**config.mk**
```make
export PLATFORM = sky130hd
export DESIGN_NAME = mem_reader
export DESIGN_NICKNAME = d
export VERILOG_FILES = /design/src/design/sa_ctrl_pkg.sv /design/src/design/mem_reader.sv
export SDC_FILE = /design/constraint.sdc
export NUM_CORES = 1
export LEC_CHECK = 0
export BUFFER_PORTS_ARGS = -buffer_cell sky130_fd_sc_hd__buf_2
export CORE_ASPECT_RATIO = 1.2
export CORE_MARGIN = 5
export CORE_UTILIZATION = 29
export DETAILED_ROUTE_END_ITERATION = 12
export GPL_TIMING_DRIVEN = 0
export PLACE_DENSITY = 0.61
export SETUP_SLACK_MARGIN = 0.3
export SLEW_MARGIN = 20
export SYNTH_ARGS = -nofsm -noshare
export SYNTH_HDL_FRONTEND = slang
export SYNTH_SLANG_ARGS = --single-unit
```
**constraint.sdc**
```tcl
create_clock -name clk -period 1.4 [get_ports clk]
set_input_delay 0.14 -clock clk [delete_from_list [all_inputs] [get_ports clk]]
set_output_delay 0.14 -clock clk [all_outputs]
set_load 0.01 [all_outputs]
```
**src/design/sa_ctrl_pkg.sv**
```systemverilog
package sa_ctrl_pkg;

  localparam int MEM_AW = 16;
  typedef logic [MEM_AW-1:0] mem_addr_t;

  localparam int REG_AW = 32;
  localparam int REG_DW = 32;
  localparam logic [REG_AW-1:0] REG_BASE_ADDR = 32'hB000_0000;

  localparam int LEN_W = 16;

  // Cycles spent in FINISH while the last bias write drains
  localparam int FINISH_CYC = 3;

  // Word index of each register
  typedef enum logic [REG_AW-3:0] {
    REG_CTRL   = 0,
    REG_STATUS = 1,
    REG_K_BASE = 2,
    REG_X_BASE = 3,
    REG_A_BASE = 4,
    REG_Y_BASE = 5,
    REG_LEN    = 6
  } reg_idx_e;

  typedef enum logic [1:0] {IDLE, LOAD, DRAIN, FINISH} seq_state_e;

endpackage

```
**src/design/mem_reader.sv**
```systemverilog
module mem_reader (
  input  logic                   clk,
  input  logic                   i_rst_n,
  input  logic                   i_load_base,
  input  sa_ctrl_pkg::mem_addr_t i_base,
  input  logic                   i_next,
  output logic                   o_ren,
  output sa_ctrl_pkg::mem_addr_t o_addr,
  output logic                   o_valid
);

  assign o_ren = i_next;

  // Word address steps once per issued read
  always_ff @(posedge clk) begin
    if (!i_rst_n) begin
      o_addr <= '0;
    end else if (i_load_base) begin
      o_addr <= i_base;
    end else if (i_next) begin
      o_addr <= o_addr + 1'b1;
    end
  end

  // RAM returns data one cycle after the strobe
  always_ff @(posedge clk) begin
    if (!i_rst_n) begin
      o_valid <= 1'b0;
    end else begin
      o_valid <= i_next;
    end
  end

endmodule

```
Yosys cells after proc, flatten, opt, wreduce, memory -nomap -nowiden
Index checks and enable logic that the tools add are counted. Widths: inputs -> output; s select.

Add/subtract/negate cells: 1. Multiplexer cells: 2. Reductions and logical operators: 1.

Operators with widths (number): $mux 16 (2); $add 16x1->16 const B (1); $reduce_bool 2->1 (1).

Bits in registers: 17. Input bits: 20. Output and inout bits: 18. Logic and storage cells: 6.

Logic depth before layout (Yosys ltp)
Gate-level depths: netlist (run 1).

Depth in word-level cells: 3. Depth in mapped cells: 6. Depth with buffers taken out: 5.

Worst setup path after synthesis (run 1)
Ideal clock, no wire load.

Path type: register to register. Start point: register o_addr[0]. End point: register o_addr[12]. Setup time: 0.133 ns. Data arrival time: 1.259 ns. Required time: 1.267 ns. Setup slack: 0.009 ns. Cell stages (with the launch flop): 6. Buffers on the path: 0. Clock period less this slack: 1.391 ns. Path through: dfxtp_1 > ha_1 > inv_1 > nor4_2 > xnor2_1 > a21oi_1.

Longest elaborated chain between the ends: 3.

Ends and longest elaborated chain: start: declaration (RTL line mem_reader.sv:8) `output sa_ctrl_pkg::mem_addr_t o_addr,`; start signal: assignment (RTL line mem_reader.sv:19) `o_addr <= i_base;`; start signal: assignment (RTL line mem_reader.sv:21) `o_addr <= o_addr + 1'b1;`; $add 16x1->16 (RTL line mem_reader.sv:21); $mux 16 (RTL line mem_reader.sv:20) `end else if (i_next) begin`; $mux 16 (RTL line mem_reader.sv:18) `end else if (i_load_base) begin`.

Every way passes these cells. The select of a mux whose other input is x is not followed. A chain may end at the register's enable or synchronous reset.

Final worst setup path (run 1)
Start point: register o_addr[1]. End point: register o_addr[11].

Same word-level chain as after synthesis.

==> results of run 1 <==
[metal layers]
metal / vias to the layer above / share of wire (%) / routed length [microns]
met5: - / 0 / 0
met4: 0 / 0 / 0
met3: 0 / 6.9 / 185
met2: 25 / 53 / 1400
met1: 420 / 40 / 1080
li1: 470 / - / -
[registers in the layout (all words and copies together) (netlist names)]
register / flops
o_valid: 1
o_addr: 16
[through the flow]
step           util [%]  std cells  cell area [sq um]  worst slack (ps)  power, mW
3_5_place_dp       39.1        174               1220              62.5      0.777
3_3_place_gp       39.1        174               1220               109      0.772
2_1_floorplan         -        102                992               176      0.687
5_1_grt            49.0        191               1520              20.8       1.15
6_report           49.0        191               1520               101       1.09
4_1_cts            47.4        191               1480              91.9       1.08
[power breakdown]
part | switching, mW | internal, mW | leakage, nW | total [mW]
Sequential | 0.0469 | 0.516 | 0.148 | 0.563
Combinational | 0.126 | 0.132 | 0.588 | 0.258
Clock | 0.154 | 0.110 | 0.0150 | 0.265
[cells in the mapped netlist]
master and number:
dfxtp_1 17, xnor2_1 12, a21oi_1 11, o21ai_0 11, nand2_1 9, nor4_2 5, o211a_1 5, clkbuf_1 4
inv_1 4, nand4_1 4, nor3_1 4, nand3_1 3, xor2_1 3, buf_6 2, nand4_4 2, and2_1 1
buf_4 1, ha_1 1, mux2i_1 1, nor2_1 1, nor4_4 1
[cell families (layout without fill, tap and decap cells)]
group                    Yosys count  count (layout)
AND/OR/NAND/NOR                   30              30
flip-flops                        17              17
buffers and inverters             11              64
adder cells (fa/ha/maj)            1               1
multiplexers                       1               1
XOR/XNOR                          15              15
AO/OA/AOI/OAI                     27              27
[final cells by class]
cell class                 instances  area (sq um)
clock buffer                       4          26.3
sequential                        17           382
fill                             316          1590
timing repair buffer              49           340
tap                               36          45.0
buffer                             7          48.8
inverter                           4          17.5
multi-input combinational         74           663
[path summary, 6_finish.rpt]
check	from	to	slack [ps]	cells after the start
max	o_addr[1]	o_addr[11]	100	4
min reg2reg	o_addr[12]	o_addr[12]	560	2
max reg2reg	o_addr[1]	o_addr[11]	100	4
min	i_base[2]	o_addr[2]	70	2
[what timing repair did]
action	in CTS	in global routing
endpoints found under the setup margin	11	19
buffers inserted	12	0
pin swaps	23	12
endpoints found under the hold margin	0	0
resized for setup	24	8
cloned	1	0
==> metrics.md, run 1 <==
| Metric | Value |
|---|---|
| DRT antenna net count | `0` |
| Height of the die | `72.5 microns` |
| Compound-Gate Fraction of Synth Area | `~17%` |
| Buf/Inv on CP | `0` |
| Die ar. | `about 0.0045 sq mm` |
| Die X | `62.1 microns` |
| Root buf cell | `clkbuf_4` |
| # Max-Cap Violations | `0` |
| Area of the core | `0.00311 sq mm` |
| Top delay family on crit path | `simple AND/OR/NAND/NOR gates` |
| Final worst path period share | `92.8%` |
| # clock sinks | `17` |
| Hold Violations, Final | `0` |
| CTS Buffer Depth | `2` |
| Final setup viols | `0` |
| Clock Skews | `4.92 ps` |
| CP required | `1550 ps` |
| Met3 usage | `between 3 and 4%` |
| Yosys warns | `0` |
| Drc violations | `0` |
| Setup crit start kind | `flip-flop` |
| Hold-fix buffers, CTS | `0` |
| Buffers added on ports | `36` |
| Drt wl/cell | `13.9 microns` |
| Hold Crit Class | `in -> reg` |
| Placement Rows | `22` |
| Vias/cell | `4.79` |
| DRT Pass-1 Iters | `4` |
| Final setup TNS | `0 ps` |
| Leakage power total | `around 0.75 nW` |
| Worst slew pin tran | `467 ps` |
| Gr usage total | `11.7%` |
| GRT met2 Usage | `21.2%` |
| # IOs | `38` |
| WL final | `2660 microns` |
| Synth Area in XOR/XNOR | `13.9%` |
| Antenna Cells | `0` |
| Critical Path Sink Type | `flip-flop` |
| Critical Path Fanout Max | `5` |
| CTS buffer count | `3` |
| Largest family of logic cells by synthesized area | `simple AND/OR/NAND/NOR gates` |
| CP peak stage delay | `390 ps` |
| Setup CP Type | `reg -> reg` |
| RSZ-0062 raised after global routing | `true` |
| Min Tclk post-route | `~1300 ps` |
| Yosys cell types | `21` |
| Nets | `~180` |
| Slew margin rel. | `68.8%` |
| Slowest cell on the critical path | `dfxtp_4` |
| DRT iter0 DRCs | `18` |
| Post-Synth Adder-Cell Area | `1.32%` |
| Crit-path cells | `nand2_2, nor4_4, xnor2_1, a21oi_1` |
| Mapped Nets | `123` |
| FF+latch count, synth | `17` |
| WP data arrival | `1450 ps` |
| Final global-route overflow total | `0` |
| Mux contribution to synthesized area | `1.06%` |
| Post-Synth Simple-Gate Area | `24.4%` |
| Layout cells sized above 1 | `54.8%` |
| GRT busiest layer | `met2` |
| Fmax | `770 MHz` |
| Clk_lat worst skew | `280 ps` |
| Seq/Total Area, Yosys | `36.0%` |
| DP HPWL | `between 1500 and 2000 microns` |
| Met1 Usage GRT | `14.1%` |
| Pwr Density | `slightly above 700 mW/mm^2` |
| Mapped Area | `945 sq um` |
| Commonest non-fill, non-tap cell in the layout | `buf_2` |
| Largest net degree at the start of global routing | `11` |
| Gpl congestion | `about 0.74` |
| Most frequent cells in the layout | `buf_2, xnor2_1, o21ai_0, a21oi_1` |
| Vias | `915` |
| Post-synth top area share | `36.0%` |
| Avg Inst Size Synth | `9.26 sq um` |
| Clock transition at path regs | `100 ps` |
| VDD IR max | `0.685 mV` |
| CTS tree | `done` |
| Vias in the first global route | `just under 1000` |
| H-tree depth | `1` |
| Max Slew Vio Count | `0` |
| Global-route wire length before repair | `4420 microns` |
| Synth area leader | `dfxtp_1` |
| Initial antenna violation count | `0` |
| Initial Utilization | `30.4%` |
| Run status | `complete, no violations` |
| Area delta synth->final | `61.2%` |
| Synthesized instance count | `102` |
| Hold slack final | `65.9 ps` |
| Synth top area cells | `dfxtp_1, xnor2_1, nor4_2, a21oi_1, o21ai_0` |
Note: power is estimated with default switching activity, not from simulation.
==> run 2: changes to the inputs <==
Settings changed: ABC_AREA set to 1, PLACE_DENSITY 0.61 to 0.59.
==> metrics.md, run 2 <==
| Metric | Value |
|---|---|
| Run status | `complete, no violations` |
| Avg Inst Size Synth | `6.93 sq um (-25%)` |
| Worst Min Path Start | `i_base[4]` |
| DRT Pass-1 Iters | `4 (unchanged)` |
| Final setup viols | `0 (unchanged)` |
| Area of the core | `0.00357 sq mm (+15%)` |
| Hold slack final | `136 ps (+69.8 ps)` |
| DRT iter0 DRCs | `25 (+7)` |
| # clock sinks | `17 (unchanged)` |
| Clk_lat worst skew | `260 ps (-20 ps)` |
| Synthesized instance count | `152 (+49%)` |
| Mapped Nets | `173 (+41%)` |
| DRT antenna net count | `0 (unchanged)` |
| WL final | `2930 microns (+10%)` |
| Post-Synth Adder-Cell Area | `1.19% (-0.14 points)` |
| Drt wl/cell | `12.5 microns (-10%)` |
| Hold Violations, Final | `0 (unchanged)` |
| Gpl congestion | `0.810 (+8.8%)` |
| Max Slew Vio Count | `0 (unchanged)` |
| Slew margin rel. | `64.8% (-4.1 points)` |
| Global-route wire length before repair | `4970 microns (+13%)` |
| Gr usage total | `12.3% (+0.62 points)` |
| Yosys cell types | `25 (+19%)` |
| FF+latch count, synth | `17 (unchanged)` |
| Die X | `65.0 microns (+4.7%)` |
| H-tree depth | `1 (unchanged)` |
| VDD IR max | `0.397 mV (-42%)` |
| Worst r2r src | `o_addr[1]` |
| Setup CP Type | `reg -> reg` |
| Post-synth ARST share | `0% (unchanged)` |
| Critical Path Fanout Max | `5 (unchanged)` |
| Layout cells sized above 1 | `45.4% (-9.4 points)` |
| Final global-route overflow total | `0 (unchanged)` |
| DP HPWL | `2280 microns (+21%)` |
| Largest registers | `o_addr: 16 flops, o_valid: 1 flops` |
| WP data arrival | `1290 ps (-160 ps)` |
| Die ar. | `0.00494 sq mm (+9.8%)` |
| Drc violations | `0 (unchanged)` |
| Total power | `1.14 mW (+4.6%)` |
| Crit-path cells | `ha_4, nand3_4, inv_4, nand2_4, nor2_2, nand2_1, nand3_1, a21oi_1` |
| Most frequent cell after synthesis | `nand2_1` |
| Seq/Total Area, Yosys | `32.3% (-3.7 points)` |
| Final setup TNS | `0 ps (unchanged)` |
| Number of synthesized flops with an enable pin | `0 (unchanged)` |
| CP required | `1520 ps (-30 ps)` |
| Area delta synth->final | `40.4%` |
| Placed Instances | `227 (+30%)` |
| Fmax | `850 MHz (+10%)` |
| Clock Skews | `8.06 ps (+3.14 ps)` |
| Largest Register | `o_addr` |
| Min Tclk post-route | `1180 ps (-123 ps)` |
| Top cells by count, synth | `nand2_1, dfxtp_1, inv_1, nand3_1, a21oi_1` |
| Final worst path period share | `84.0% (-8.8 points)` |
| Root buf cell | `clkbuf_8` |
| Nets | `218 (+23%)` |
| Height of the die | `76.0 microns (+4.8%)` |
| Post-synth top area share | `32.3% (-3.7 points)` |
| Mux contribution to synthesized area | `0% (-1.1 points)` |
| Largest family of logic cells by synthesized area | `simple AND/OR/NAND/NOR gates` |
| Synth Area in XOR/XNOR | `5.82% (-8.1 points)` |
| Worst slew pin tran | `528 ps (+61.0 ps)` |
| Initial Utilization | `29.5% (-0.89 points)` |
| Placement Rows | `24 (+9.1%)` |
| Compound-Gate Fraction of Synth Area | `20.0% (+3.0 points)` |
| CTS Buffer Depth | `2 (unchanged)` |
| Vias/cell | `5.01 (+4.6%)` |
| RSZ-0062 raised after global routing | `true` |
| Clock transition at path regs | `70 ps (-30 ps)` |
| Mapped Area | `0.00105 sq mm (+12%)` |
| # IOs | `38 (unchanged)` |
| Largest register FFs | `16 (unchanged)` |
| CTS buffer count | `3 (unchanged)` |
| Pwr Density | `768 mW/mm^2 (+7.7%)` |
| Buffers added on ports | `36 (unchanged)` |
| CP peak stage delay | `390 ps (about the same)` |
| Initial antenna violation count | `0 (unchanged)` |
| Leakage power total | `0.679 nW (-9.6%)` |
| Fin cells | `235 (+23%)` |
| Commonest non-fill, non-tap cell in the layout | `buf_2` |
| Crit path from | `o_addr[1]` |
| # Max-Cap Violations | `0 (unchanged)` |
| Synth area leader | `dfxtp_1` |
| Setup crit start kind | `flip-flop` |
| Vias in the first global route | `1155 (+18%)` |
| Layout fillers | `396 (+25%)` |
| Antenna Cells | `0 (unchanged)` |
| Synth top area cells | `dfxtp_1, nand2_1, a22oi_1, nand3_1, a21oi_1` |
| Critical Path Sink Type | `flip-flop` |
| Hold Crit Class | `in -> reg` |
| Vias | `1178 (+29%)` |
| Slowest cell on the critical path | `dfxtp_4` |
| Post-Synth Simple-Gate Area | `31.6% (+7.2 points)` |
| Top FF cell, synth | `dfxtp_1` |
| CTS tree | `done` |
| Most frequent cells in the layout | `buf_2, nand2_1, nand3_1` |
| Yosys warns | `0 (unchanged)` |
| Largest net degree at the start of global routing | `11 (unchanged)` |
==> run 2: cell count changes after synthesis, sizes merged, moves of 4 or more <==
| cell | before | now |
|---|---|---|
| xnor2 | 12 | 2 |
| nand2 | 9 | 37 |
| nand3 | 3 | 16 |
| inv | 4 | 16 |
| nor4 | 6 | 0 |
| o21ai | 11 | 6 |
| o21bai | 0 | 4 |
| o211a | 5 | 0 |
| nor2 | 1 | 14 |
| a22oi | 0 | 10 |
==> run 2: cells by family (layout without fill, tap and decap cells) <==
logic type,Yosys count,count (layout)
compound gates,34,34
fa+ha+maj,1,1
flops,17,17
xor+xnor,7,7
simple gates,71,71
buf+inv,22,66
==> run 2: worst paths after layout <==
| check | slack (ps) | to | cells past startpoint |
|---|---|---|---|
| min | 140 | o_addr[4] | 3 |
| max reg2reg | 220 | o_addr[10] | 8 |
| min reg2reg | 530 | o_addr[4] | 2 |
| max | 220 | o_addr[10] | 8 |
==> run 2: layout make-up <==
class / instances / area (sq um) / area share [%]
Buffer: 6 / 36.3 / 2.45
Sequential cell: 17 / 380 / 25.7
Multi-Input combinational cell: 113 / 696 / 47.0
Tap cell: 39 / 48.8 / 3.30
Inverter: 16 / 62.6 / 4.23
Timing Repair Buffer: 40 / 210 / 14.2
Clock buffer: 4 / 45.0 / 3.05
==> run 2: through the flow <==
step | instance area (sq um) | setup slack [ps] | utilization [%]
3_3_place_gp | 1320 | 199 | 37.0
3_5_place_dp | 1320 | 176 | 37.0
6_report | 1480 | 224 | 41.4
2_1_floorplan | 1090 | 285 | -
5_1_grt | 1480 | 155 | 41.4
4_1_cts | 1410 | 213 | 39.4
==> run 2: what timing repair did <==
action                     4_1_cts  5_1_grt
pin swaps                        4        6
hold buffers                     0        0
setup endpoints to repair       11       13
gates resized for setup          9       19
hold endpoints to repair         0        0
setup buffers                    2        2
==> run 2: worst max-delay path, delay by kind of cell (launching register included) <==
kind	cells	cell delay [ps]
and+or+nand+nor	5	340
AOI/OAI and AO/OA	1	60
DFF	1	390
buffers and inverters	1	90
adders and majority gates	1	150
==> run 2: metal layers <==
metal  routed length, microns  vias up  track usage, %
met4                       41        0            5.39
met5                        0        -               0
met1                     1270      551            14.1
met3                      127        3            2.21
li1                         -      600               -
met2                     1490       24            21.9
==> run 2: power by group <==
part	total, mW	internal [mW]	leakage, nW	switching [mW]
Clock	0.380	0.203	0.0228	0.177
Combinational	0.197	0.0933	0.508	0.104
Sequential	0.559	0.511	0.148	0.0480
==> run 3: changes to the inputs <==
Clock period 1.4 ns to 1.1 ns, I/O delays scaled along.
==> metrics.md, run 3 (synthesis results as in run 2) <==
| Metric | Value |
|---|---|
| Placement Rows | `24 (unchanged)` |
| # IOs | `38 (unchanged)` |
| Crit path from | `o_addr[1]` |
| Crit-path cells | `ha_4, nand3_4, nor2_4, xor2_1, nand2_1, a21oi_2` |
| Height of the die | `76.0 microns (unchanged)` |
| Slowest cell on the critical path | `dfxtp_4` |
| Worst Slack Setup Final | `-139 ps (-363 ps)` |
| Clock transition at path regs | `70 ps (about the same)` |
| Failing checks | `negative setup slack` |
| Vias | `1218 (+3.4%)` |
| Run status | `finished with violations` |
| Gr usage total | `13.5% (+1.2 points)` |
| Initial Utilization | `29.5% (unchanged)` |
| Most frequent cells in the layout | `nand2_1, buf_2, buf_6` |
| H-tree depth | `1 (unchanged)` |
| DRT iter0 DRCs | `37 (+48%)` |
| Gpl congestion | `0.825 (+1.9%)` |
| Largest net degree at the start of global routing | `11 (unchanged)` |
| Worst flop-to-flop path endpoint | `o_addr[6]` |
| Initial antenna violation count | `0 (unchanged)` |
| Largest Register | `o_addr` |
| Vias/cell | `4.97 (-0.82%)` |
| Layout cells sized above 1 | `52.9% (+7.5 points)` |
| CTS buffer count | `3 (unchanged)` |
| DP HPWL | `2260 microns (-0.74%)` |
| Fmax | `807 MHz (-5.1%)` |
| Pwr Density | `899 mW/mm^2 (+17%)` |
| Nets | `228 (+4.6%)` |
| Multi-input gate area | `737 sq um (+5.9%)` |
| Vias in the first global route | `1206 (+4.4%)` |
| Setup crit start kind | `flip-flop` |
| CP required | `1280 ps (-240 ps)` |
| Largest registers | `o_addr: 16 flops, o_valid: 1 flops` |
| WL final | `3310 microns (+13%)` |
| DRT Pass-1 Iters | `4 (unchanged)` |
| Commonest non-fill, non-tap cell in the layout | `nand2_1` |
| Worst Min Path Start | `i_base[4]` |
| Worst r2r src | `o_addr[1]` |
| Hold-fix buffers, CTS | `0 (unchanged)` |
| Area delta synth->final | `62.8%` |
| Hold Crit Class | `in -> reg` |
| VDD IR max | `0.440 mV (+11%)` |
| Critical Path Fanout Max | `4 (-1)` |
| CTS tree | `done` |
| Reg2reg setup slack | `-140 ps (-360 ps)` |
| Total power | `1.54 mW (+36%)` |
| Finished Cell Area | `0.00172 sq mm (+16%)` |
| # Max-Cap Violations | `0 (unchanged)` |
| Hold Violations, Final | `0 (unchanged)` |
| Slew margin rel. | `61.7% (-3.0 points)` |
| Min Tclk post-route | `1240 ps (+63.1 ps)` |
| Final global-route overflow total | `0 (unchanged)` |
| Crit path to | `o_addr[6]` |
| Leakage power total | `0.755 nW (+11%)` |
| Buffers added on ports | `36 (unchanged)` |
| Root buf cell | `clkbuf_8` |
| Area post-placement | `0.00136 sq mm (+3.0%)` |
| CP peak stage delay | `380 ps (about the same)` |
| Die ar. | `0.00494 sq mm (unchanged)` |
| Antenna Cells | `0 (unchanged)` |
| WP data arrival | `1420 ps (+130 ps)` |
| Largest register FFs | `16 (unchanged)` |
| Critical Path Sink Type | `flip-flop` |
| Area of the core | `0.00357 sq mm (unchanged)` |
| Clk_lat worst skew | `250 ps (about the same)` |
| FF-to-FF path depth | `6 (-2)` |
| Layout fillers | `353 (-11%)` |
| Final setup viols | `11 (+11)` |
| Final Util | `48.0% (+6.6 points)` |
| Final worst path period share | `113% (+29 points)` |
| Max Slew Vio Count | `0 (unchanged)` |
| Register Area | `395 sq um (+3.9%)` |
| RSZ-0062 raised after global routing | `true` |
| DRT antenna net count | `0 (unchanged)` |
| Global-route wire length before repair | `5330 microns (+7.3%)` |
| Setup CP Type | `reg -> reg` |
| Die X | `65.0 microns (unchanged)` |
| Worst slew pin tran | `574 ps (+45.6 ps)` |
| Final setup TNS | `-629 ps (-629 ps)` |
| # clock sinks | `17 (unchanged)` |
| CTS Buffer Depth | `2 (unchanged)` |
| Drt wl/cell | `13.5 microns (+8.3%)` |
| Drc violations | `0 (unchanged)` |
| Clock Skews | `2.72 ps (-5.34 ps)` |
## run 3: layer usage
metal	global-route usage, %	share of wire (%)	vias to the layer above
li1	-	-	619
met1	15.4	41	563
met2	24.8	53	30
met3	2.65	4.0	6
met4	3.94	1.5	0
met5	0	0	-
## run 3: through the flow
step,cells,hold slack (ps),worst slack (ps)
floorplan,152,203,13.3
global placement,227,381,-97.6
detailed placement,227,385,-90.9
CTS,241,111,-69.4
global route,245,117,-203
finish,245,112,-139
## run 3: worst max-delay path, delay by kind of cell, from the launching register on
kind / cells / cell delay (ps)
simple gates: 3 / 350
compound gates: 1 / 120
xor+xnor: 1 / 160
flops: 1 / 380
fa+ha+maj: 1 / 150
## run 3: what timing repair did
item | in CTS | in global routing
endpoints found under the hold margin | 0 | 0
setup buffers | 10 | 4
pin swaps | 3 | 10
gates resized for setup | 28 | 18
endpoints found under the setup margin | 32 | 33
## run 3: how the worst min path moves through the flow
stage          slack [ps]  depth (start not counted)   endpoint
2_1_floorplan         200                          2    o_valid
3_3_place_gp          380                          3  o_addr[4]
3_5_place_dp          390                          3  o_addr[4]
5_1_grt               120                          3  o_addr[4]
6_report              110                          3  o_addr[4]
4_1_cts               110                          3  o_addr[4]
## run 3: layout make-up
class                           count  share of cell area (%)
Multi-Input combinational cell    113                    43.0
Clock buffer                        4                    2.63
Timing Repair Buffer               50                    22.8
Sequential cell                    17                    23.0
Buffer                              6                    2.12
Tap cell                           39                    2.84
Inverter                           16                    3.65
## run 3: report_power, final
| group | switching (mW) | internal [mW] | total [mW] |
|---|---|---|---|
| registers | 0.0628 | 0.645 | 0.708 |
| clock network | 0.226 | 0.257 | 0.483 |
| logic | 0.159 | 0.193 | 0.352 |
| total | 0.447 | 1.10 | 1.54 |
